## config.mk

```make
export PLATFORM = sky130hd
export DESIGN_NAME = return_stack
export DESIGN_NICKNAME = d
export VERILOG_FILES = /design/src/verilog/forth_pkg.sv /design/src/verilog/return_stack.sv
export VERILOG_INCLUDE_DIRS = /design/src /design/src/include
export SDC_FILE = /design/constraint.sdc
export NUM_CORES = 1
export LEC_CHECK = 0
export ABC_AREA = 1
export BUFFER_PORTS_ARGS = -buffer_cell sky130_fd_sc_hd__clkbuf_2
export CAP_MARGIN = 20
export CORE_MARGIN = 4
export CORE_UTILIZATION = 45
export DETAILED_ROUTE_END_ITERATION = 16
export SETUP_SLACK_MARGIN = 0.5
export SYNTH_ARGS = -nofsm -noshare
export SYNTH_HDL_FRONTEND = slang
export SYNTH_SLANG_ARGS = --single-unit
```

## constraint.sdc

```tcl
create_clock -name clk -period 2 [get_ports clk]
set_input_delay 0.2 -clock clk [delete_from_list [all_inputs] [get_ports clk]]
set_output_delay 0.2 -clock clk [all_outputs]
set_load 0.05 [all_outputs]
```

## src/include/forth_defines.svh

```systemverilog
// Widths and the memory map are fixed for the whole core; the token queue depth must stay a power of two
`ifndef FORTH_DEFINES_SVH
`define FORTH_DEFINES_SVH

////////////////////////////////////////////////////////////////////////////
// Datapath widths
////////////////////////////////////////////////////////////////////////////

// One Forth cell
`define CELL_W 32
// Program address, covers ROM plus RAM
`define ADDR_W 10

// Circular stack depths
`define DSTACK_DEPTH 16
`define RSTACK_DEPTH 8

////////////////////////////////////////////////////////////////////////////
// Memory map and I/O
////////////////////////////////////////////////////////////////////////////

// First RAM address, boot ROM lies below
`define ROM_TOP 200
`define RAM_DEPTH 256
// Token FIFO slots, also the host's starting credits
`define XTQ_DEPTH 2
// Clocks per serial bit
`define BAUD_DIV 625
// ROM idle loop entry
`define IDLE_LOOP 0

`endif

```

## src/verilog/forth_pkg.sv

```systemverilog
// Shared types of the Forth core; the cell layout assumes a 32-bit cell with opcodes in the low 16 bits
`include "forth_defines.svh"

package forth_pkg;

	// Kept opcodes
	typedef enum logic [15:0] {
		op_execute,
		op_exit,
		op_lit,
		op_plus,
		op_minus,
		op_one_plus,
		op_dup,
		op_over,
		op_drop,
		op_equal,
		op_zero_equal,
		op_zero_less_than,
		op_and,
		op_or,
		op_not,
		op_negate,
		op_zero_branch,
		op_branch,
		op_emit,
		op_io_led,
		op_io_button
	} op_e;

	// Instruction view of a cell
	// Call flag set means the negated cell is the target
	typedef struct packed {
		logic        call;
		logic [14:0] spare;
		op_e         op;
	} instr_t;

	// One memory cell, read as a number or as an instruction
	typedef union packed {
		logic signed [`CELL_W-1:0] data;
		instr_t                    instr;
	} cell_u;

	// Host code write
	typedef struct packed {
		logic               valid;
		logic [`ADDR_W-1:0] addr;
		logic [`CELL_W-1:0] data;
	} code_wr_t;

	// Data stack operations, all 16 codes in use
	typedef enum logic [3:0] {
		ds_none,
		ds_push,
		ds_pop,
		ds_add,
		ds_sub,
		ds_inc,
		ds_dup,
		ds_over,
		ds_eq,
		ds_zeq,
		ds_zlt,
		ds_and,
		ds_or,
		ds_not,
		ds_neg,
		ds_replace
	} ds_op_e;

	typedef struct packed {
		ds_op_e             op;
		logic [`CELL_W-1:0] arg;
	} ds_cmd_t;

	// Return stack command
	typedef struct packed {
		logic               push;
		logic               pop;
		logic [`ADDR_W-1:0] ret_addr;
	} rs_cmd_t;

endpackage

```

## src/verilog/return_stack.sv

```systemverilog
// Circular return stack of RSTACK_DEPTH addresses; deep nesting overwrites the oldest entry
`timescale 1ns/1ps
`include "forth_defines.svh"

module return_stack import forth_pkg::*; (
	input  logic               clk,
	input  logic               reset,
	input  rs_cmd_t            cmd,
	output logic [`ADDR_W-1:0] rtop
);

	localparam int PTR_W = $clog2(`RSTACK_DEPTH);

	logic [`ADDR_W-1:0] ret [`RSTACK_DEPTH];
	logic [PTR_W-1:0]   rp;

	assign rtop = ret[rp];

	always_ff @(posedge clk or negedge reset) begin
		if (!reset) begin
			rp <= '0;
		end else if (cmd.push) begin
			rp <= rp + 1'b1;
		end else if (cmd.pop) begin
			rp <= rp - 1'b1;
		end
	end

	// Return addresses, pre-increment on call
	always_ff @(posedge clk) begin
		if (cmd.push) begin
			ret[rp + 1'b1] <= cmd.ret_addr;
		end
	end

	// A call and an exit never share a cycle
	assert property (@(posedge clk) disable iff (!reset) !(cmd.push && cmd.pop))
		else $error("return stack push and pop together");

endmodule

```

# [Word-level counts from Yosys, hierarchy flattened]
# Memory sizes are Yosys's and may differ from the RTL's.
# Cells that the tools add are included.
[op_classes] add_sub_neg=2 muxes=4 n_reduce_logical=1
[op_table] op="3-bit two-way mux" count=2
[op_table] op="3-bit by 1-bit adder with 3-bit output, second input constant" count=1
[op_table] op="3-bit by 1-bit subtractor with 3-bit output, second input constant" count=1
[op_table] op="1-bit two-way mux" count=2
[op_table] op="2-bit nonzero test" count=1
[totals] ff_bits=3 mem_bits_rw=80 out_inout_bits=10 word_cells=9 n_memories=1
[memory_table] name="ret" depth=8 width=10 rd=1 rd_ports_with_merged_regs=0 write_ports=1 line_no="return_stack.sv:14" source="logic [`ADDR_W-1:0] ret [`RSTACK_DEPTH];"

# [Longest topological paths before layout]
[logic_depth] word_depth=3 depth_mapped=9 ltp_nobuf=7

# [Worst setup path after synthesis]
# Ideal clock, no wire load.
[synth_timing] kind="reg-to-reg" startpoint="reg rp[0]" endpoint="mem ret[4][0] (netlist name), enable pin" arrival_ns=1.588 setup_slack_ns=0.035 stages_incl_launch_ff=8 path_buffers=2 synth_period_minus_slack_ns=1.965 cell_sequence="dfrtp_1 buf_4 inv_4 buf_6 ha_1 inv_1 nand2_1 nor2_1"
[synth_between] elab_chain_len=1
[synth_rtl] item="from (decl)" line_no="return_stack.sv:15" source="logic [PTR_W-1:0] rp;"
[synth_rtl] item="from (signal assigned)" line_no="return_stack.sv:23" source="rp <= rp + 1'b1;"
[synth_rtl] item="from (signal assigned)" line_no="return_stack.sv:25" source="rp <= rp - 1'b1;"
[synth_rtl] item="3-bit by 1-bit adder with 3-bit output" line_no="return_stack.sv:32" source="ret[rp + 1'b1] <= cmd.ret_addr;"
[synth_rtl] item="to (decl)" line_no="return_stack.sv:14"
# Every way passes these cells.

# [Worst setup path after layout]
[layout_timing] startpoint="reg rp[0]" endpoint="out rtop[3]"
[layout_between] elab_chain_len=1
[layout_rtl] item="memory read 8 x 10 bit"
[layout_rtl] item="to (decl)" line_no="return_stack.sv:9" source="output logic [`ADDR_W-1:0] rtop"
# Every way passes these cells.

==> results.cfg <==
[cts]
clkSinkCount = 83
cts_buffers = 9
cts_tree = yes
clock_latency_ns = 0.35
cts_htree_levels = 3
cts_root_buf = clkbuf_8
clockBufferDepth = 2
clkSlewWorstSetupHoldPaths_ns = 0.09

[sta]
skew_ns = 0.00487
fin_crit_sh_pct = 97.2
fmax_mhz = 515
slew_headroom_pct = 63.8
setup_violations = 0
hold_viol = 0
worst_slew_pin_slew_ns = 0.542
finalCriticalPeriod_ns = 1.94
drv_slew = 0
whs_ns = 0.129
rsz0062_at_grt = yes

[final_layout]
nets = 453
area_delta_synth_final_pct = 31.5
drive_gt1_share_pct = 23.3
fin_area_um2 = 4930
diodes = 0
num-fill-cells = 677
stdcell_count = 547

[drt]
vias = 2587
initialDrtViolationCount = 138
drt-vias-per-instance = 4.73
first_pass_iters = 7
route.detailed.drc = 0
wire_per_inst_um = 16.3
wirelength_um = 8930
drtAntennaViolNets = 0

[setup_path]
crit_chain = buf_6, clkinv_8, clkbuf_16, nand2_1, nand3_1, nand2_1, nand2_1, nand2_2, buf_12
crit_top_cell = nand2_1
cp-startpoint = rp[0]$_DFFE_PN0P_
start_kind = register
cp_max_fo = 9
cp.required_ns = 1.80
cp_num_cells = 9
r2r-start = rp[0]$_DFFE_PN0P_
r2r_cells = 8
critPathSlowestCell = dfrtp_1
critPathBufInv = 4
end_kind = primary output
critical-path-top-delay-family = buffers and inverters
arrival_ns = 1.74
cp_slowest_stage_delay_ns = 0.42
critPathKind = reg2out

[synth]
async_reset_ff_share_pct = 3.61
synth_area_um2 = 3750
yosysSeqAreaShare_pct = 66.1
synthTopCellsByArea = edfxtp_1 64%, nand2_1 14%, inv_1 8.7%, nand3_1 5.5%, dfrtp_1 2.0%
synthDistinctLibCells = 15
synth_common_cells = 139 x nand2_1, 87 x inv_1, 80 x edfxtp_1
synth_ff_type = edfxtp_1
ys_ff_latch = 83
syn-instance-count = 385
synth_nets = 401
synth_area_leader_cell = edfxtp_1
ys_warn_count = 0
avgSynthCellArea_um2 = 9.73
yosysTopAreaCellShare_pct = 64.1
post-synth-top-count-cell = nand2_1
synth_enable_flop_cells = 80

[die]
start_util_pct = 45.8
die_h_um = 99.2
coreArea_um2 = 8180
fp-row-count = 33
die-area_um2 = 9850
ioPinCount = 24
die_width_um = 99.2

[flow_run]
drv_cap = 0

[power_and_ir_drop]
comb_power_share_pct = 57.3
p_clk_share_pct = 15.2
p_leak_nw = 2.24
swShare_pct = 41.8
power_mw = 8.90
p_per_area_nw_per_um2 = 1810
pwr-share-seq_pct = 27.5
ir_worst_vdd_mv = 1.70
p_switching_mw = 3.72
p_int_mw = 5.18

[grt]
antenna_found_initial = 0
grt_max_degree = 30
grt_overflow = 0
grt_pass1_vias = 2585
grt_pass1_wl_um = 13800
grt_use_total_pct = 18.8

[placed_design]
placedCellCount = 506
dp_hpwl_um = 5020
io_buffers = 23
place_congestion = 0.835
dpl_cell_area_um2 = 4170

[min_path]
hold_class = in2reg
hold_start = cmd[10]
hold_depth = 3

[outcome]
status = finished, final reports clean
[worst min-delay path: stages]
cell	delay (ns)
clkbuf_2	0.11
o21ai_0	0.07
o21ai_0	0.06
[worst paths after layout]
| check | to | slack, ns |
|---|---|---|
| max reg2reg | ret[6][8]$_DFFE_PP_ | 0.14 |
| min reg2reg | rp[0]$_DFFE_PN0P_ | 0.83 |
| max | rtop[3] | 0.06 |
| min | rp[1]$_DFFE_PN0P_ | 0.13 |
| max in group asynchronous | rp[1]$_DFFE_PN0P_ | 1.72 |
| min in group asynchronous | rp[0]$_DFFE_PN0P_ | 0.17 |
[layout make-up]
| cell class | instances | area, um^2 | share of cell area [%] |
|---|---|---|---|
| Sequential cell | 83 | 2480 | 50.3 |
| Timing Repair Buffer | 56 | 752 | 15.3 |
| Clock buffer | 9 | 124 | 2.51 |
| Inverter | 88 | 345 | 7.01 |
| Clock inverter | 7 | 100 | 2.03 |
| Tap cell | 105 | 131 | 2.67 |
| Multi-Input combinational cell | 199 | 997 | 20.2 |
[flip-flops by register name, summed over array words and instances, names as in the netlist]
register / count
ret: 80
rp: 3
[power by group through the flow]
stage          clock network, mW  logic, mW  registers, mW
2_1_floorplan                  0       2.63           2.45
3_3_place_gp                   0       3.89           2.47
3_5_place_dp                   0       3.92           2.48
4_1_cts                     1.37       4.75           2.44
5_1_grt                     1.46       5.42           2.48
6_report                    1.36       5.10           2.45
[cell families after synthesis]
group	after synthesis	share of synthesized area (%)
flip-flops	83	66.1
adder cells (fa/ha/maj)	2	0.668
XOR/XNOR	2	0.468
AO/OA/AOI/OAI	4	0.534
buffers and inverters	103	11.7
AND/OR/NAND/NOR	191	20.5
[per-layer routing]
layer	GRT usage (%)	part of all wire, %
met3	3.51	4.3
met5	0	0
met2	30.4	48
met1	24.6	44
met4	9.03	3.4
[stage by stage]
step                      setup WS [ns]  TNS (ns)  utilization [%]
after floorplan                   0.401         0                -
after global placement            0.240         0             51.0
after detailed placement          0.213         0             51.0
after CTS                        0.0985         0             58.7
after global routing           -0.00106  -0.00106             60.3
final                            0.0569         0             60.3
[placed cells by master (no fill, tap or decap), drive strengths merged]
cell and instances:
nand2 139, inv 89, edfxtp 80, nand3 41, buf 40, clkbuf 24
nor2 11, o21ai 3, dfrtp 3, clkinv 3, bufinv 2, xor2 2
ha 2, a21oi 1, clkinvlp 1, dlygate4sd3 1
[what timing repair did]
action	in CTS	in global routing
setup buffers	18	2
cloned	2	2
hold buffers	1	0
pin swaps	2	8
hold endpoints to repair	3	0
gates resized for setup	31	19
setup endpoints to repair	90	90
No activity file was read; power rests on OpenSTA's default activity.
