<file path="config.mk">
export PLATFORM = sky130hd
export DESIGN_NAME = xt_queue
export DESIGN_NICKNAME = d
export VERILOG_FILES = /design/src/verilog/xt_queue.sv
export VERILOG_INCLUDE_DIRS = /design/src /design/src/include
export SDC_FILE = /design/constraint.sdc
export NUM_CORES = 1
export LEC_CHECK = 0
export BUFFER_PORTS_ARGS = -buffer_cell sky130_fd_sc_hd__buf_4
export CAP_MARGIN = 15
export CORE_MARGIN = 10
export CORE_UTILIZATION = 45
export DETAILED_ROUTE_END_ITERATION = 8
export HOLD_SLACK_MARGIN = 0.03
export PLACE_DENSITY_LB_ADDON = 0.2
export SLEW_MARGIN = 40
export SYNTH_ARGS = -nofsm -noshare
export SYNTH_HDL_FRONTEND = slang
export SYNTH_SLANG_ARGS = --single-unit
</file>
<file path="constraint.sdc">
create_clock -name clk -period 2 [get_ports clk]
set_input_delay 0.1 -clock clk [delete_from_list [all_inputs] [get_ports clk]]
set_output_delay 0.1 -clock clk [all_outputs]
set_load 0.02 [all_outputs]
</file>
<file path="src/include/forth_defines.svh">
// Widths and the memory map are fixed for the whole core; the token queue depth must stay a power of two
`ifndef FORTH_DEFINES_SVH
`define FORTH_DEFINES_SVH

////////////////////////////////////////////////////////////////////////////
// Datapath widths
////////////////////////////////////////////////////////////////////////////

// One Forth cell
`define CELL_W 32
// Program address, covers ROM plus RAM
`define ADDR_W 10

// Circular stack depths
`define DSTACK_DEPTH 16
`define RSTACK_DEPTH 8

////////////////////////////////////////////////////////////////////////////
// Memory map and I/O
////////////////////////////////////////////////////////////////////////////

// First RAM address, boot ROM lies below
`define ROM_TOP 200
`define RAM_DEPTH 256
// Token FIFO slots, also the host's starting credits
`define XTQ_DEPTH 2
// Clocks per serial bit
`define BAUD_DIV 625
// ROM idle loop entry
`define IDLE_LOOP 0

`endif

</file>
<file path="src/verilog/xt_queue.sv">
// Token FIFO sized by XTQ_DEPTH, a power of two; the host may push only while it holds a credit
`timescale 1ns/1ps
`include "forth_defines.svh"

module xt_queue (
	input  logic               clk,
	input  logic               reset,
	input  logic               xt_push,
	input  logic [`ADDR_W-1:0] xt_addr,
	input  logic               xt_pop,
	output logic               xt_valid,
	output logic [`ADDR_W-1:0] xt_head,
	output logic               xt_credit
);

	localparam int PTR_W = $clog2(`XTQ_DEPTH);
	localparam int CNT_W = $clog2(`XTQ_DEPTH + 1);

	logic [`ADDR_W-1:0] slot [`XTQ_DEPTH];
	logic [PTR_W-1:0]   wr_ptr;
	logic [PTR_W-1:0]   rd_ptr;
	logic [CNT_W-1:0]   count;
	logic               do_pop;

	assign xt_valid = count != '0;
	assign xt_head  = slot[rd_ptr];
	assign do_pop   = xt_pop && xt_valid;

	// Pointers wrap on their own width
	always_ff @(posedge clk or negedge reset) begin
		if (!reset) begin
			wr_ptr    <= '0;
			rd_ptr    <= '0;
			count     <= '0;
			xt_credit <= 1'b0;
		end else begin
			// One credit back per token taken
			xt_credit <= do_pop;
			if (xt_push) begin
				wr_ptr <= wr_ptr + 1'b1;
			end
			if (do_pop) begin
				rd_ptr <= rd_ptr + 1'b1;
			end
			case ({xt_push, do_pop})
				2'b10: count <= count + 1'b1;
				2'b01: count <= count - 1'b1;
				default: ;
			endcase
		end
	end

	// Token storage
	always_ff @(posedge clk) begin
		if (xt_push) begin
			slot[wr_ptr] <= xt_addr;
		end
	end

	// Host credit count must keep the queue from overflowing
	assert property (@(posedge clk) disable iff (!reset)
		xt_push |-> count < CNT_W'(`XTQ_DEPTH))
		else $error("token pushed into full queue");

endmodule

</file>
After elaboration in Yosys (flattened, before gate mapping)
Memories as Yosys holds them, arrays and structs flattened.
Cells that the tools add are included.
Operators by class
  reduce and logical (&&, ||, !) cells: 3
  eq/ne operators: 2
  $add $sub $neg: 4
  muxes and demuxes: 3
Operator list (number)
  2-bit case mux with 2 select lines: 1
  2-bit nonzero test: 2
  1-bit adder (second input constant): 2
  2-bit by 1-bit adder with 2-bit output (second input constant): 1
  2-bit by 1-bit equality test with 1-bit output (second input constant): 1
  2-bit equality test (second input constant): 1
  1-bit two-way mux: 2
  2-bit by 1-bit subtractor with 2-bit output (second input constant): 1
  1-bit logical AND: 1
Word-level totals
  register bits after elaboration: 5
  memories kept: 1
  RAM bits: 20
  bits of input ports: 14
Memory list
  slot: depth 2, bits a word 10, rd ports 1, clocked after memory_dff 0, wr ports 1, RTL line xt_queue.sv:19  | logic [`ADDR_W-1:0] slot [`XTQ_DEPTH];

Logic depth before layout (Yosys ltp)
Gate-level depths: netlist of run 1.
  depth in word-level cells: 4
  gate-level depth with buffers: 6
  mapped depth without buffers: 6

Least setup slack after synthesis of run 1
OpenSTA, ideal clock, no wires.
  path kind: register to register
  start point: register count[0]
  end point: register count[1]
  path slack: 0.522 ns
  period minus slack after synthesis: 1.478 ns
  data required time: 1.921 ns
  buffers on the path: 0
  cell stages (with the launch flop): 6
  data arrival time: 1.399 ns
  setup time: 0.079 ns
  cell sequence: dfrtp_1 or2_4 and2_4 ha_1 nor2_1 xor2_1
On the way
  word-level cells in the longest chain between the ends: 4
  elaborated cells on any way between the ends: 8
  those cells by class: add/sub: 2; eq/ne: 2; mux: 1; reduce/logical: 3
Ends and longest elaborated chain
  start: declaration: RTL line xt_queue.sv:22  | logic [CNT_W-1:0] count;
  start signal: assignment: RTL line xt_queue.sv:46  | 2'b10: count <= count + 1'b1;
  start signal: assignment: RTL line xt_queue.sv:47  | 2'b01: count <= count - 1'b1;
  2-bit nonzero test *: RTL line xt_queue.sv:25  | assign xt_valid = count != '0;
  net xt_valid: RTL line xt_queue.sv:11  | output logic xt_valid,
  1-bit logical AND *: RTL line xt_queue.sv:27  | assign do_pop = xt_pop && xt_valid;
  net do_pop: RTL line xt_queue.sv:23  | logic do_pop;
  2-bit by 1-bit equality test with 1-bit output / 2-bit equality test (equally long branches): RTL line xt_queue.sv:45  | case ({xt_push, do_pop})
  2-bit case mux with 2 select lines / 2-bit nonzero test (equally long branches)
The timed path passes the listed nets; every way through them passes the cells marked *.
A chain may end at the register's enable or synchronous reset.

Final worst setup path of run 1
  start point: register rd_ptr
  end point: output port xt_head[4]
On the way
  word-level cells in the longest chain between the ends: 1
Ends and longest elaborated chain
  start: declaration: RTL line xt_queue.sv:21  | logic [PTR_W-1:0] rd_ptr;
  start signal: assignment: RTL line xt_queue.sv:43  | rd_ptr <= rd_ptr + 1'b1;
  memory 2 x 10 bit
  end: declaration: RTL line xt_queue.sv:12  | output logic [`ADDR_W-1:0] xt_head,
No other way between the ends.

==> results.cfg, run 1 <==
[detailed_routing]
first_pass_iters = 4
drt-total-wl_um = 1630
vias = 521
wl_per_cell_um = 14.0
avgViaCountPerCell = 4.45
wl_met3_um = 100
met2_length_um = 930
dr.max_layer_used = met3
initialDrtViolationCount = 15
m1WireLength_um = 602
drc = 0
drtAntennaViolNets = 0

[placed_design]
io_buffers = 25
gp_congestion = 0.629
dp.cells = 100
dpl.hpwl_um = 1150

[finish]
drive_gt1_frac = 0.456
nFillCells = 152
diodes = 0
final_nets = 106
regArea_sq_um = 726
area.growth.synth_to_final_pct = 40.7
final_cells = 117
multi_input_area_sq_um = 200

[grt]
track_usage = 0.0850
grt_pass1_wl_um = 2750
grt_max_degree = 14
antenna_found_initial = 0
grt_pass1_vias = 581
grt_overflow = 0

[clock_network]
worstSkewPairLatency_ps = 310
numCtsBuffers = 3
postCtsHoldBufs = 13
numClockSinks = 25
root_buffer = clkbuf_4
clk_pin_slew_worst_paths_ps = 120
post_cts_resized = 0
cts_max_level = 1
cts_buffer_depth = 2
postCtsSetupBuffers = 0
cts_tree = done

[timing]
finalSetupTns_ps = 0
clock.fmax_mhz = 612
rsz0062_at_grt = no
clock_skew_ps = 2.72
max_slew.worst_pin.slew_ps = 494
min_period_ps = 1630
hold_violations = 0
slew-limit-headroom = 0.671
slew_violations = 0
setup_viol = 0
fin_crit_sh = 0.816

[setup_path]
crit_fanout = 11
arrival_ps = 1530
crit_path_start_kind = register
crit_slowest_cell = dfrtp_1
path_buf_inv = 1
cp.required_ps = 1900
path_class = register to primary output
crit_family = flip-flops
crit_path_cell_trace = mux2_2, buf_4
crit_path_max_incr_delay_ps = 670
endpoint_kind = primary output

[power]
p_per_area_nw_per_um2 = 1230
leakage_nw = 0.526
vdd_ir_drop_max_uv = 989

[floorplanning]
placementRows = 16
start_util = 0.476
die_width_um = 65.6
core_area_sq_um = 1960
die_h_um = 65.6
io_pins = 26
dieArea_sq_um = 4300

[hold_path]
min_path_type = primary input to asynchronous set/reset pin

[yosys]
synth_top_cells_by_area = edfxtp_1, dfrtp_1, mux2_2
synthCells = 48
syn_nets = 63
syn_area_per_cell_sq_um = 19.5
yosysWarningCount = 0
synth_seq_cells = 25
yosys.cell_types.count = 12
synth.yosys.seq_area_share = 0.776
synth_top_area_share = 0.643
synth_top_cell_by_area = edfxtp_1
syn_area_sq_um = 935

[outcome]
status = complete, no violations

[flow_run]
max_cap_violations = 0
==> logic make-up after synthesis <==
group,count (synthesis),share of synthesized area
XOR/XNOR,5,0.0469
adder cells (fa/ha/maj),1,0.0134
buffers and inverters,2,0.00936
flip-flops,25,0.776
multiplexers,10,0.120
AND/OR/NAND/NOR,5,0.0335
==> power breakdown <==
part | total, mW | internal (mW) | switching (mW)
Combinational | 0.607 | 0.322 | 0.285
Sequential | 0.794 | 0.703 | 0.0907
Clock | 0.213 | 0.0778 | 0.136
==> state kept, by name, indices dropped and copies added (netlist names) <==
signal     flops
slot          20
count          2
rd_ptr         1
wr_ptr         1
xt_credit      1
==> layer usage <==
| layer | vias to the layer above | GRT usage |
|---|---|---|
| li1 | 258 | - |
| met1 | 247 | 0.0894 |
| met2 | 16 | 0.145 |
| met3 | 0 | 0.0339 |
| met4 | 0 | 0.0401 |
| met5 | - | 0 |
==> placed cells by master, fill, tap and decap left out, types with 2 or more instances in the layout <==
cell           Yosys  routed
buf_4              0      26
edfxtp_1          20      20
dlygate4sd3_1      0      13
mux2_2            10      10
dfrtp_1            5       5
xor2_1             3       3
clkbuf_4           0       3
nor2_1             2       2
xnor2_1            2       2
==> worst paths after layout <==
path	startpoint	endpoint	slack, ps	cells after the start
max	rd_ptr$_DFFE_PN0P_	xt_head[4]	370	2
min	reset	wr_ptr$_DFFE_PN0P_	110	2
max reg2reg	count[0]$_DFFE_PN0P_	count[1]$_DFFE_PN0P_	490	5
min reg2reg	count[1]$_DFFE_PN0P_	count[1]$_DFFE_PN0P_	480	1
max in group asynchronous	reset	xt_credit$_DFF_PN0_	1790	2
min in group clk	count[1]$_DFFE_PN0P_	count[1]$_DFFE_PN0P_	480	1
==> area by class of cell <==
cell class | instances | area share
repair buffers | 39 | 0.247
inverters | 1 | 0.00285
well taps | 27 | 0.0257
clock buffers | 4 | 0.0200
multi-input cells | 21 | 0.152
flip-flops and latches | 25 | 0.552
==> synthesized netlist by cell type <==
cell and instances:
and2_1 1, xor2_1 3, xnor2_1 2, dfrtp_1 5
inv_1 1, or2_4 1, and2_4 1, buf_2 1
mux2_2 10, ha_1 1, nor2_1 2, edfxtp_1 20
==> through the flow <==
| step | utilization | worst slack, ps | hold slack (ps) | instance area (sq um) | power [mW] |
|---|---|---|---|---|---|
| floorplan | - | 522 | -196 | 935 | 1.17 |
| finish | 0.670 | 367 | 108 | 1320 | 1.61 |
| CTS | 0.670 | 332 | 105 | 1320 | 1.64 |
| detailed placement | 0.591 | 504 | -95.7 | 1160 | 1.41 |
| global route | 0.670 | 282 | 102 | 1320 | 1.72 |
| global placement | 0.591 | 549 | -94.1 | 1160 | 1.40 |
(Power assumes the default switching activity.)
==> run 2, diff against run 1 <==
Settings changed: ABC_AREA set to 1.
Clock period 2 ns to 1.67 ns, I/O delays scaled along.
==> run 2 against run 1 <==
Against the previous run: hold slack worse by 9.7 ps; critical path type unchanged; total power is 27% higher; cell count is 29% higher; setup slack worse by 49 ps.
==> results.cfg, run 2 <==
[floorplanning]
die_h_um = 66.6
core_area_sq_um = 2000
start_util = 0.488
placementRows = 16
io_pins = 26
dieArea_sq_um = 4430
die_width_um = 66.6

[finish]
regMostFlops = slot
fin_area_sq_um = 1360
diodes = 0
area.growth.synth_to_final_pct = 39.1
final_nets = 140
drive_gt1_frac = 0.274
final_common_cell = nand2_1
largest_register_ff_count = 20
nFillCells = 162
largestRegisters = slot: 20 flops, count: 2 flops
layout_common_cells = nand2_1, buf_4, edfxtp_1, dlygate4sd3_1, inv_1

[yosys]
ys_top_cells_by_count = nand2_1, edfxtp_1, inv_1
synth_fa_ha_area_frac = 0.0128
yosysWarningCount = 0
synthSimpleGateAreaFrac = 0.176
synth_top_family_by_area = simple AND/OR/NAND/NOR gates
synth_top_cell_by_area = edfxtp_1
yosys.cell_count.top_type = nand2_1
syn_area_per_cell_sq_um = 12.0
synth_top_cells_by_area = edfxtp_1, nand2_1, dfrtp_1
synth_ff_type = edfxtp_1
syn_nets = 96
muxShareOfSynthArea = 0
synth_seq_cells = 25
async_flop_share = 0.200
synthXorXnorAreaFrac = 0.0179
synthCells = 81
synth_compound_area_frac = 0
synth.yosys.seq_area_share = 0.744
syn_area_sq_um = 976
synth_edf_count = 20
yosys.cell_types.count = 14
synth_top_area_share = 0.615

[grt]
track_usage = 0.0902
grt_overflow = 0
antenna_found_initial = 0
grt_max_degree = 14
grt_pass1_vias = 689
grt_pass1_wl_um = 3060

[timing]
finalSetupTns_ps = 0
setup_viol = 0
clock_skew_ps = 4.51
rsz0062_at_grt = no
slew_violations = 0
hold_violations = 0
slew-limit-headroom = 0.739
max_slew.worst_pin.slew_ps = 391
clock.fmax_mhz = 740
min_period_ps = 1350
fin_crit_sh = 0.809

[setup_path]
crit_slowest_cell = dfrtp_1
crit_fanout = 11
arrival_ps = 1270
path_class = register to primary output
crit_path_max_incr_delay_ps = 400
reg2reg_slack_ps = 340
cp_common_cell = nand2_1
crit_path_cell_trace = inv_1, nand2_1, nand2_1, buf_4
cp.required_ps = 1590
path_buf_inv = 2
endpoint_kind = primary output
crit_path_start_kind = register
crit_family = flip-flops

[power]
clockPowerShare = 0.123
p_switching_mw = 0.760
intPower_mw = 1.30
p_per_area_nw_per_um2 = 1510
power_frac_seq = 0.436
total_power_mw = 2.06
netSwitchingFraction = 0.369
combPwrFrac = 0.441
vdd_ir_drop_max_uv = 964
leakage_nw = 0.629

[clock_network]
post_cts_resized = 0
cts_buffer_depth = 2
cts_tree = done
worstSkewPairLatency_ps = 310
clk_pin_slew_worst_paths_ps = 120
root_buffer = clkbuf_4
postCtsSetupBuffers = 0
numCtsBuffers = 3
numClockSinks = 25
cts_max_level = 1
postCtsHoldBufs = 13

[detailed_routing]
drc = 0
drt-total-wl_um = 1820
vias = 664
initialDrtViolationCount = 21
avgViaCountPerCell = 4.40
first_pass_iters = 5
drtAntennaViolNets = 0
wl_per_cell_um = 12.0

[hold_path]
min_path_type = primary input to asynchronous set/reset pin

[placed_design]
gp_congestion = 0.764
dpl.hpwl_um = 1320
io_buffers = 25
place_area_sq_um = 1200

[flow_run]
max_cap_violations = 0

[outcome]
status = complete, no violations
## run 2: cell types whose count changed in the layout (fill, tap and decap cells not counted), sizes merged
cell,before,now
nand4,0,1
inv,1,8
nand2,0,39
and2,2,0
or2,1,0
nand3,0,2
nor2,2,1
xnor2,2,1
mux2,10,0
buf,26,28
xor2,3,1
## run 2: per-stage QoR
| stage | setup WS, ps | utilization | std cells | hold slack, ps |
|---|---|---|---|---|
| after floorplan | 363 | - | 81 | -212 |
| after global placement | 411 | 0.600 | 134 | -111 |
| after detailed placement | 354 | 0.600 | 134 | -112 |
| after CTS | 290 | 0.678 | 151 | 85.5 |
| after global routing | 159 | 0.678 | 151 | 92.7 |
| final | 318 | 0.678 | 151 | 97.9 |
## run 2: path summary, 6_finish.rpt
path,from,cells after the start,endpoint
worst max-delay path,rd_ptr$_DFFE_PN0P_,4,xt_head[9]
worst min-delay path,reset,2,xt_credit$_DFF_PN0_
worst max register to register,count[0]$_DFFE_PN0P_,9,count[1]$_DFFE_PN0P_
worst min register to register,count[1]$_DFFE_PN0P_,2,count[1]$_DFFE_PN0P_
max in group asynchronous,reset,2,count[1]$_DFFE_PN0P_
min in group clk,count[1]$_DFFE_PN0P_,2,count[1]$_DFFE_PN0P_
## run 2: layout make-up
class                   instances  area, sq um  share of cell area
repair buffers                 41          340               0.251
flip-flops and latches         25          726               0.535
clock buffers                   4         26.3              0.0194
well taps                      27         33.8              0.0249
multi-input cells              46          201               0.148
inverters                       8         30.0              0.0221
## run 2: power by group through the flow
stage          registers, mW  logic [mW]  clock network, mW
2_1_floorplan          0.915       0.549                  0
3_3_place_gp           0.905       0.895                  0
3_5_place_dp           0.911       0.904                  0
4_1_cts                0.896       0.931              0.260
5_1_grt                0.911        1.02              0.297
6_report               0.897       0.907              0.253
## run 2: worst register-to-register path, delay by kind of cell (launching register included)
family	cells	cell delay, ps
fa+ha+maj	1	300
buf+inv	3	200
flops	1	430
simple gates	5	300
## run 2: logic make-up after synthesis
group,count (synthesis)
xor gates and xnor gates,2
adders and majority gates,1
buffers and inverters,10
DFF,25
and+or+nand+nor,43
## run 2: metal layers
layer	global-route usage	share of wire	up-vias
met4	0.0471	0.022	0
li1	-	-	343
met2	0.143	0.50	21
met1	0.0928	0.39	294
met5	0	0	-
met3	0.0502	0.094	6
