===== config.mk =====
export PLATFORM = sky130hd
export DESIGN_NAME = forth_sequencer
export DESIGN_NICKNAME = d
export VERILOG_FILES = /design/src/verilog/forth_pkg.sv /design/src/verilog/forth_sequencer.sv
export VERILOG_INCLUDE_DIRS = /design/src /design/src/include
export SDC_FILE = /design/constraint.sdc
export NUM_CORES = 1
export LEC_CHECK = 0
export BUFFER_PORTS_ARGS = -buffer_cell sky130_fd_sc_hd__buf_2
export CAP_MARGIN = 10
export CELL_PAD_IN_SITES_DETAIL_PLACEMENT = 0
export CELL_PAD_IN_SITES_GLOBAL_PLACEMENT = 2
export CORE_UTILIZATION = 22
export CTS_CLUSTER_SIZE = 14
export DETAILED_ROUTE_END_ITERATION = 8
export MAX_ROUTING_LAYER = met4
export PLACE_DENSITY_LB_ADDON = 0.15
export SYNTH_ARGS = -nofsm -noshare
export SYNTH_HDL_FRONTEND = slang
export SYNTH_SLANG_ARGS = --single-unit

===== constraint.sdc =====
create_clock -name clk -period 2 [get_ports clk]
set_input_delay 0.1 -clock clk [delete_from_list [all_inputs] [get_ports clk]]
set_output_delay 0.1 -clock clk [all_outputs]
set_load 0.03 [all_outputs]

===== src/include/forth_defines.svh =====
// Widths and the memory map are fixed for the whole core; the token queue depth must stay a power of two
`ifndef FORTH_DEFINES_SVH
`define FORTH_DEFINES_SVH

////////////////////////////////////////////////////////////////////////////
// Datapath widths
////////////////////////////////////////////////////////////////////////////

// One Forth cell
`define CELL_W 32
// Program address, covers ROM plus RAM
`define ADDR_W 10

// Circular stack depths
`define DSTACK_DEPTH 16
`define RSTACK_DEPTH 8

////////////////////////////////////////////////////////////////////////////
// Memory map and I/O
////////////////////////////////////////////////////////////////////////////

// First RAM address, boot ROM lies below
`define ROM_TOP 200
`define RAM_DEPTH 256
// Token FIFO slots, also the host's starting credits
`define XTQ_DEPTH 2
// Clocks per serial bit
`define BAUD_DIV 625
// ROM idle loop entry
`define IDLE_LOOP 0

`endif


===== src/verilog/forth_pkg.sv =====
// Shared types of the Forth core; the cell layout assumes a 32-bit cell with opcodes in the low 16 bits
`include "forth_defines.svh"

package forth_pkg;

	// Kept opcodes
	typedef enum logic [15:0] {
		op_execute,
		op_exit,
		op_lit,
		op_plus,
		op_minus,
		op_one_plus,
		op_dup,
		op_over,
		op_drop,
		op_equal,
		op_zero_equal,
		op_zero_less_than,
		op_and,
		op_or,
		op_not,
		op_negate,
		op_zero_branch,
		op_branch,
		op_emit,
		op_io_led,
		op_io_button
	} op_e;

	// Instruction view of a cell
	// Call flag set means the negated cell is the target
	typedef struct packed {
		logic        call;
		logic [14:0] spare;
		op_e         op;
	} instr_t;

	// One memory cell, read as a number or as an instruction
	typedef union packed {
		logic signed [`CELL_W-1:0] data;
		instr_t                    instr;
	} cell_u;

	// Host code write
	typedef struct packed {
		logic               valid;
		logic [`ADDR_W-1:0] addr;
		logic [`CELL_W-1:0] data;
	} code_wr_t;

	// Data stack operations, all 16 codes in use
	typedef enum logic [3:0] {
		ds_none,
		ds_push,
		ds_pop,
		ds_add,
		ds_sub,
		ds_inc,
		ds_dup,
		ds_over,
		ds_eq,
		ds_zeq,
		ds_zlt,
		ds_and,
		ds_or,
		ds_not,
		ds_neg,
		ds_replace
	} ds_op_e;

	typedef struct packed {
		ds_op_e             op;
		logic [`CELL_W-1:0] arg;
	} ds_cmd_t;

	// Return stack command
	typedef struct packed {
		logic               push;
		logic               pop;
		logic [`ADDR_W-1:0] ret_addr;
	} rs_cmd_t;

endpackage


===== src/verilog/forth_sequencer.sv =====
// Inner interpreter; program memory must answer in the same cycle and unknown opcodes act as no-ops
`timescale 1ns/1ps
`include "forth_defines.svh"

module forth_sequencer import forth_pkg::*; (
	input  logic               clk,
	input  logic               reset,
	input  cell_u              mem_cell,
	output logic [`ADDR_W-1:0] mem_addr,
	output ds_cmd_t            ds_cmd,
	input  logic [`CELL_W-1:0] tos,
	output rs_cmd_t            rs_cmd,
	input  logic [`ADDR_W-1:0] rtop,
	input  logic               xt_valid,
	input  logic [`ADDR_W-1:0] xt_head,
	output logic               xt_pop,
	output logic               tx_start,
	output logic [7:0]         tx_byte,
	input  logic               tx_busy,
	input  logic [1:0]         buttons,
	output logic [2:0]         leds
);

	typedef enum logic [1:0] {FETCH, OPERAND, EMIT_WAIT, XT_WAIT} state_e;

	state_e             state;
	state_e             nxt_state;
	op_e                op_q;
	logic [`ADDR_W-1:0] mp;
	logic [`ADDR_W-1:0] nxt_mp;
	logic [`ADDR_W-1:0] mp_inc;
	logic [`ADDR_W-1:0] call_target;
	logic [`ADDR_W-1:0] operand_addr;
	logic [1:0]         btn_meta;
	logic [1:0]         btn_sync;
	logic               led_wr;

	assign mem_addr     = mp;
	assign mp_inc       = mp + 1'b1;
	// Negative cell is a call to its negation
	assign call_target  = `ADDR_W'(-mem_cell.data);
	assign operand_addr = mem_cell.data[`ADDR_W-1:0];
	assign tx_byte      = tos[7:0];

	////////////////////////////////////////////////////////////////////////////
	// Decode and next state
	////////////////////////////////////////////////////////////////////////////

	always_comb begin
		nxt_state = state;
		nxt_mp    = mp;
		ds_cmd    = '{op: ds_none, arg: '0};
		// Return address is always the next cell
		rs_cmd    = '{push: 1'b0, pop: 1'b0, ret_addr: mp_inc};
		xt_pop    = 1'b0;
		tx_start  = 1'b0;
		led_wr    = 1'b0;
		case (state)
			FETCH: begin
				nxt_mp = mp_inc;
				if (mem_cell.instr.call) begin
					rs_cmd.push = 1'b1;
					nxt_mp      = call_target;
				end else begin
					case (mem_cell.instr.op)
						op_lit, op_branch, op_zero_branch: nxt_state = OPERAND;
						op_plus: ds_cmd.op = ds_add;
						op_minus: ds_cmd.op = ds_sub;
						op_one_plus: ds_cmd.op = ds_inc;
						op_dup: ds_cmd.op = ds_dup;
						op_over: ds_cmd.op = ds_over;
						op_drop: ds_cmd.op = ds_pop;
						op_equal: ds_cmd.op = ds_eq;
						op_zero_equal: ds_cmd.op = ds_zeq;
						op_zero_less_than: ds_cmd.op = ds_zlt;
						op_and: ds_cmd.op = ds_and;
						op_or: ds_cmd.op = ds_or;
						op_not: ds_cmd.op = ds_not;
						op_negate: ds_cmd.op = ds_neg;
						// Byte leaves with the pop, then wait out the frame
						op_emit: begin
							ds_cmd.op = ds_pop;
							tx_start  = 1'b1;
							nxt_state = EMIT_WAIT;
						end
						op_io_led: begin
							ds_cmd.op = ds_pop;
							led_wr    = 1'b1;
						end
						op_io_button: begin
							ds_cmd.op  = ds_replace;
							ds_cmd.arg = `CELL_W'(btn_sync);
						end
						op_exit: begin
							rs_cmd.pop = 1'b1;
							nxt_mp     = rtop;
						end
						op_execute: begin
							if (xt_valid) begin
								xt_pop      = 1'b1;
								rs_cmd.push = 1'b1;
								nxt_mp      = xt_head;
							end else begin
								// Hold on the execute cell
								nxt_mp    = mp;
								nxt_state = XT_WAIT;
							end
						end
						default: ;
					endcase
				end
			end
			// mp now points at the inline operand
			OPERAND: begin
				nxt_state = FETCH;
				nxt_mp    = mp_inc;
				case (op_q)
					op_lit: begin
						ds_cmd.op  = ds_push;
						ds_cmd.arg = mem_cell.data;
					end
					op_branch: nxt_mp = operand_addr;
					op_zero_branch: begin
						ds_cmd.op = ds_pop;
						if (tos == '0) begin
							nxt_mp = operand_addr;
						end
					end
					default: ;
				endcase
			end
			EMIT_WAIT: begin
				if (!tx_busy) begin
					nxt_state = FETCH;
				end
			end
			XT_WAIT: begin
				if (xt_valid) begin
					xt_pop      = 1'b1;
					rs_cmd.push = 1'b1;
					nxt_mp      = xt_head;
					nxt_state   = FETCH;
				end
			end
		endcase
	end

	////////////////////////////////////////////////////////////////////////////
	// Registers
	////////////////////////////////////////////////////////////////////////////

	always_ff @(posedge clk or negedge reset) begin
		if (!reset) begin
			state    <= FETCH;
			mp       <= `ADDR_W'(`IDLE_LOOP);
			op_q     <= op_execute;
			// LEDs are active low, start dark
			leds     <= 3'b111;
			btn_meta <= '0;
			btn_sync <= '0;
		end else begin
			state    <= nxt_state;
			mp       <= nxt_mp;
			btn_meta <= buttons;
			btn_sync <= btn_meta;
			// Remember which op owns the operand
			if (state == FETCH) begin
				op_q <= mem_cell.instr.op;
			end
			if (led_wr) begin
				leds <= ~tos[2:0];
			end
		end
	end

endmodule


== Word level (Yosys, flattened, before mapping) ==
Index checks and enable logic that the tools add are counted.

* Shift operators: 0
* Reductions and logical operators: 7
* $mul: 0
* Add/sub/neg operators: 2
* Magnitude comparators: 0
* Bitwise gates (word level): 1
* Div/mod/pow operators: 0
* Mux-type cells: 33
* Equality and inequality tests: 31

{| class="wikitable"
|+ Operators by type and width
! operator !! number
|-
| $eq 16x4->1 const B || 8
|-
| $eq 16x5->1 const B || 7
|-
| $pmux 36 s2 || 1
|-
| $eq 16x3->1 const B || 4
|-
| $pmux 4 s14 || 1
|-
| $eq 16x2->1 const B || 3
|-
| $pmux 10 s2 || 2
|-
| $mux 36 || 1
|-
| $logic_not 32->1 || 1
|-
| $mux 32 || 1
|-
| $mux 10 || 3
|-
| $pmux 10 s3 || 1
|-
| $eq 16x1->1 const B || 1
|-
| $logic_not 16->1 || 1
|-
| $mux 1 || 13
|-
| $add 10x1->10 const B || 1
|-
| $mux 2 || 5
|-
| $neg 10->10 || 1
|-
| $pmux 2 s4 || 1
|-
| $ne 2x2->1 const B || 3
|-
| $pmux 2 s3 || 1
|-
| $reduce_or 3->1 || 2
|-
| $reduce_and 5->1 || 1
|-
| $eq 2x2->1 const B || 2
|-
| 8 further kinds || 9
|}

* RAM bits: 0
* Output and inout port bits: 71
* Bits in latches: 0
* Bits of input ports: 90
* Bits in registers: 35
* Logic and storage cells: 80
* Memories kept: 0
* ROM bits: 0

== Longest topological paths before layout ==
* Depth in word-level cells: 5
* Gate-level depth with buffers: 9
* Gate-level depth less buffers: 8

== Worst setup path after synthesis ==
OpenSTA, ideal clock, no wires.

* Path kind: reg-to-reg
* Start: reg mp[2] (netlist: mem_addr[2])
* End: reg mp[8] (netlist: mem_addr[8])
* Setup time: 0.077 ns
* Period minus slack after synthesis: 2.289 ns
* Cell stages (with the launch flop): 7
* Data arrival time: 2.212 ns
* Path buffers: 0
* Setup slack: -0.289 ns
* Data required time: 1.923 ns
* Cells stage by stage: dfrtp_1 and4_1 nand4_1 xnor2_1 nand2_1 a221o_1 a21oi_1

{| class="wikitable"
|+ RTL lines
! what !! line !! text
|-
| start: declaration || forth_sequencer.sv:29 || <nowiki>logic [`ADDR_W-1:0] mp;</nowiki>
|-
| start signal: assignment || forth_sequencer.sv:155 || <nowiki>mp <= `ADDR_W'(`IDLE_LOOP);</nowiki>
|-
| start signal: assignment || forth_sequencer.sv:163 || <nowiki>mp <= nxt_mp;</nowiki>
|}

==> qor.csv <==
stage;metric;value;unit
run_status;status;finished, violations left;
run_status;violations;setup timing;
setup_path;cp_num_cells;8;
setup_path;ff2ff_path_depth;8;
final_layout;final_cell_area;4980;µm²
timing;setup_viol;40;
drt;firstDrtPassIters;4;
logic_synthesis;syn_area;3070;µm²
drt;ant_nets;0;
logic_synthesis;synth_xor_xnor_area_share;0.0400;
logic_synthesis;yosysMostFrequentCell;dfrtp_1;
final_layout;area_growth;62.4;%
grt;grt_pass1_vias;3684;
setup_path;path_class;reg -> out;
final_layout;fin_cells;738;
floorplanning;dieArea;14400;µm²
floorplanning;rows;42;
logic_synthesis;synth-compound-area-share;0.200;
setup_path;worstPathRequired;1900;ps
setup_path;worst-r2r-setup-slack;-80;ps
place;pre_cts_slack;-84.1;ps
power;comb_power_share;0.567;
place;hpwl;10.1;mm
logic_synthesis;synth_area_leaders;dfrtp_1 (26%), mux2_2 (7.7%), and2_1 (6.1%);
setup_path;cpMostUsedCell;buf_4;
worst_hold_path;hold_path_class;in -> reg;
logic_synthesis;synthCells;353;
clock_network;cts_buffer_depth;2;
job;drv_cap;0;
logic_synthesis;postSynthAreaPerCell;8.68;µm²
power;ir_worst_vdd;0.331;mV
setup_path;cp_num_buf_inv;4;
drt;initialDrtViolationCount;130;
setup_path;max_stage_delay;390;ps
logic_synthesis;synth_top_area_frac;0.261;
place;place_area;4480;µm²
timing;finalMaxSlewViolations;0;
setup_path;endpoint_kind;output port;
power;finalPower;0.00501;W
setup_path;reg2reg_from;op_q[5];
logic_synthesis;synth_commonest_cells;dfrtp_1 (32), and2_1 (30), nand2_1 (29);
setup_path;cp.arrival;2020;ps
logic_synthesis;async_reset_ff_frac;1.00;
place;numPortBuffers;160;
floorplanning;start_util;0.229;
clock_network;cts_max_level;2;
timing;rsz0062_at_grt;yes;
logic_synthesis;synth_edf_count;0;
setup_path;cp-endpoint;ds_cmd[9];
power;switching_share;0.442;
logic_synthesis;yosysUniqueCellTypes;60;
power;p_int;0.00279;W
power;p_leak;2.45;nW
clock_network;clkTransAtPathRegs;60;ps
place;dp.cells;722;
logic_synthesis;synth_mux_area_frac;0.0939;
timing;tightest_slew;890;ps
logic_synthesis;yosys.area_share.simple;0.269;
setup_path;path_cells;nor4_2 > buf_4 > nand4_1 > buf_4 > nor2_4 > buf_8 > and2_1 > buf_6;
logic_synthesis;synth_seq_area_share;0.287;
setup_path;critPathSlowestCell;dfrtp_1;
clock_network;cts_tree;yes;
logic_synthesis;yosysWarnings;0;
grt;grt_max_degree;36;
grt;antenna_found_initial;0;
grt;grt.overflow.total;0;
power;seq_power_share;0.249;
setup_path;cp_max_fo;18;
logic_synthesis;post-synth-top-area-cell;dfrtp_1;
timing;clock_skew;10.6;ps
final_layout;drive_gt1_frac;0.523;
timing;relSlewSlack;0.407;
timing;holdWs;99.9;ps
clock_network;cts.sinks;35;
logic_synthesis;ys.flop_type;dfrtp_1;
place;finalWeightedCongestion;0.827;
setup_path;crit_start;op_q[5];
drt;post_drt_wl_per_cell;17.4;µm
drt;vias;3559;
floorplanning;coreArea;13400;µm²
timing;post-route-min-period;2120;ps
final_layout;diodes;0;
clock_network;numCtsBuffers;5;
timing;fmax;0.471;GHz
final_layout;finalNetCount;661;
setup_path;worst_setup_path_start_kind;register;
setup_path;crit_family;simple AND/OR/NAND/NOR gates;
power;clkPwrFrac;0.183;
grt;grt_first_pass_wirelength;20.3;mm
power;switchingPower;0.00221;W
setup_path;reg2reg_to;mem_addr[8];
logic_synthesis;ys_ff_latch;35;
logic_synthesis;synth_top_family_by_area;simple AND/OR/NAND/NOR gates;
clock_network;clk_latency;290;ps
drt;route.detailed.drc;0;
logic_synthesis;syn_nets;453;
clock_network;cts_root_buf;clkbuf_16;
timing;hold_viol;0;
worst_hold_path;hp-start;mem_cell[10];
floorplanning;die_h;120;µm
logic_synthesis;synth_fa_ha_area_frac;0.0408;
drt;totalWireLength;12.9;mm
timing;setup_slack;-123;ps
floorplanning;dieWidth;120;µm
drt;vias_per_cell;4.82;
floorplanning;top_level_ports;161;
grt;grtUsageTotal;0.188;
power;p_per_area;1010;nW/µm²
timing;period_share;1.06;
## routing by layer
| layer | global-route usage | up-vias | part of all wire |
|---|---|---|---|
| met5 | - | - | 0 |
| li1 | - | 1714 | - |
| met2 | 0.310 | 125 | 0.49 |
| met4 | 0.0484 | 0 | 0.014 |
| met3 | 0.0328 | 10 | 0.053 |
| met1 | 0.238 | 1710 | 0.45 |
## worst reg2reg max path: cells and delay by family, from the launching register on
family          cells  cell delay [ps]
simple gates        3              690
buf+inv             2              360
compound gates      3              530
flops               1              390
## stage by stage
| stage | setup TNS (ps) | utilization |
|---|---|---|
| 5_1_grt | -9040 | 0.372 |
| 2_1_floorplan | -87.4 | - |
| 3_5_place_dp | -666 | 0.334 |
| 3_3_place_gp | -332 | 0.334 |
| 6_report | -3630 | 0.372 |
| 4_1_cts | -4060 | 0.369 |
## power by group through the flow
stage | Sequential (W) | Clock, W | Combinational, W
after floorplan | 0.00144 | 0 | 0.00151
after detailed placement | 0.00125 | 0 | 0.00281
after global placement | 0.00124 | 0 | 0.00280
after CTS | 0.00125 | 0.000949 | 0.00284
final | 0.00125 | 0.000918 | 0.00284
after global routing | 0.00130 | 0.000972 | 0.00307
## how the worst min path moves through the flow
stage | end | cells past startpoint
after floorplan | btn_meta[0] | 0
after global placement | btn_meta[0] | 1
after detailed placement | btn_meta[0] | 1
after CTS | op_q[11] | 2
after global routing | op_q[10] | 2
final | op_q[10] | 2
## area by class of cell
cell class	count	area, µm²
repair buffers	231	1550
fillers	1435	8420
well taps	176	220
multi-input cells	271	2100
flip-flops and latches	35	880
clock buffers	5	125
clock inverters	3	43.8
inverters	17	63.8
## state kept, by name, summed over array words and instances (netlist names)
signal,flops
btn_meta,2
btn_sync,2
leds,3
mem_addr,10
op_q,16
state,2
## cells in the final DEF, fill, tap and decap left out, types with 6 or more instances in the layout
master         netlist  final
a21o_1               6      6
o21ai_0             13     13
dlygate4sd3_1        0      6
nand2_1             29     29
buf_2                1    125
nor3_1               9      6
nand4_1              7      7
dfrtp_1             32     32
nor4_1              13     11
and2_1              30     22
a221o_1              8      8
buf_6                0     27
and2_4               0      8
nand3_1              7      7
buf_4                9     72
nor2_1              11      8
ha_1                10     10
a221oi_1            13     13
xnor2_2              0      6
mux2_2              21     21
inv_1               17     17
a21oi_1             10     10
nor2b_1              7      7
## logic make-up after synthesis
logic type,after synthesis
XOR/XNOR,14
multiplexers,26
buffers and inverters,47
AND/OR/NAND/NOR,139
AO/OA/AOI/OAI,82
flip-flops,35
adder cells (fa/ha/maj),10
## repair_timing
item | CTS | global route
resized for setup | 73 | 13
pin swaps | 7 | 2
cloned | 1 | 0
endpoints found under the setup margin | 40 | 47
hold buffers | 6 | 0
buffers inserted | 1 | 0
endpoints found under the hold margin | 37 | 0
Note: power is estimated with default switching activity, not from simulation.
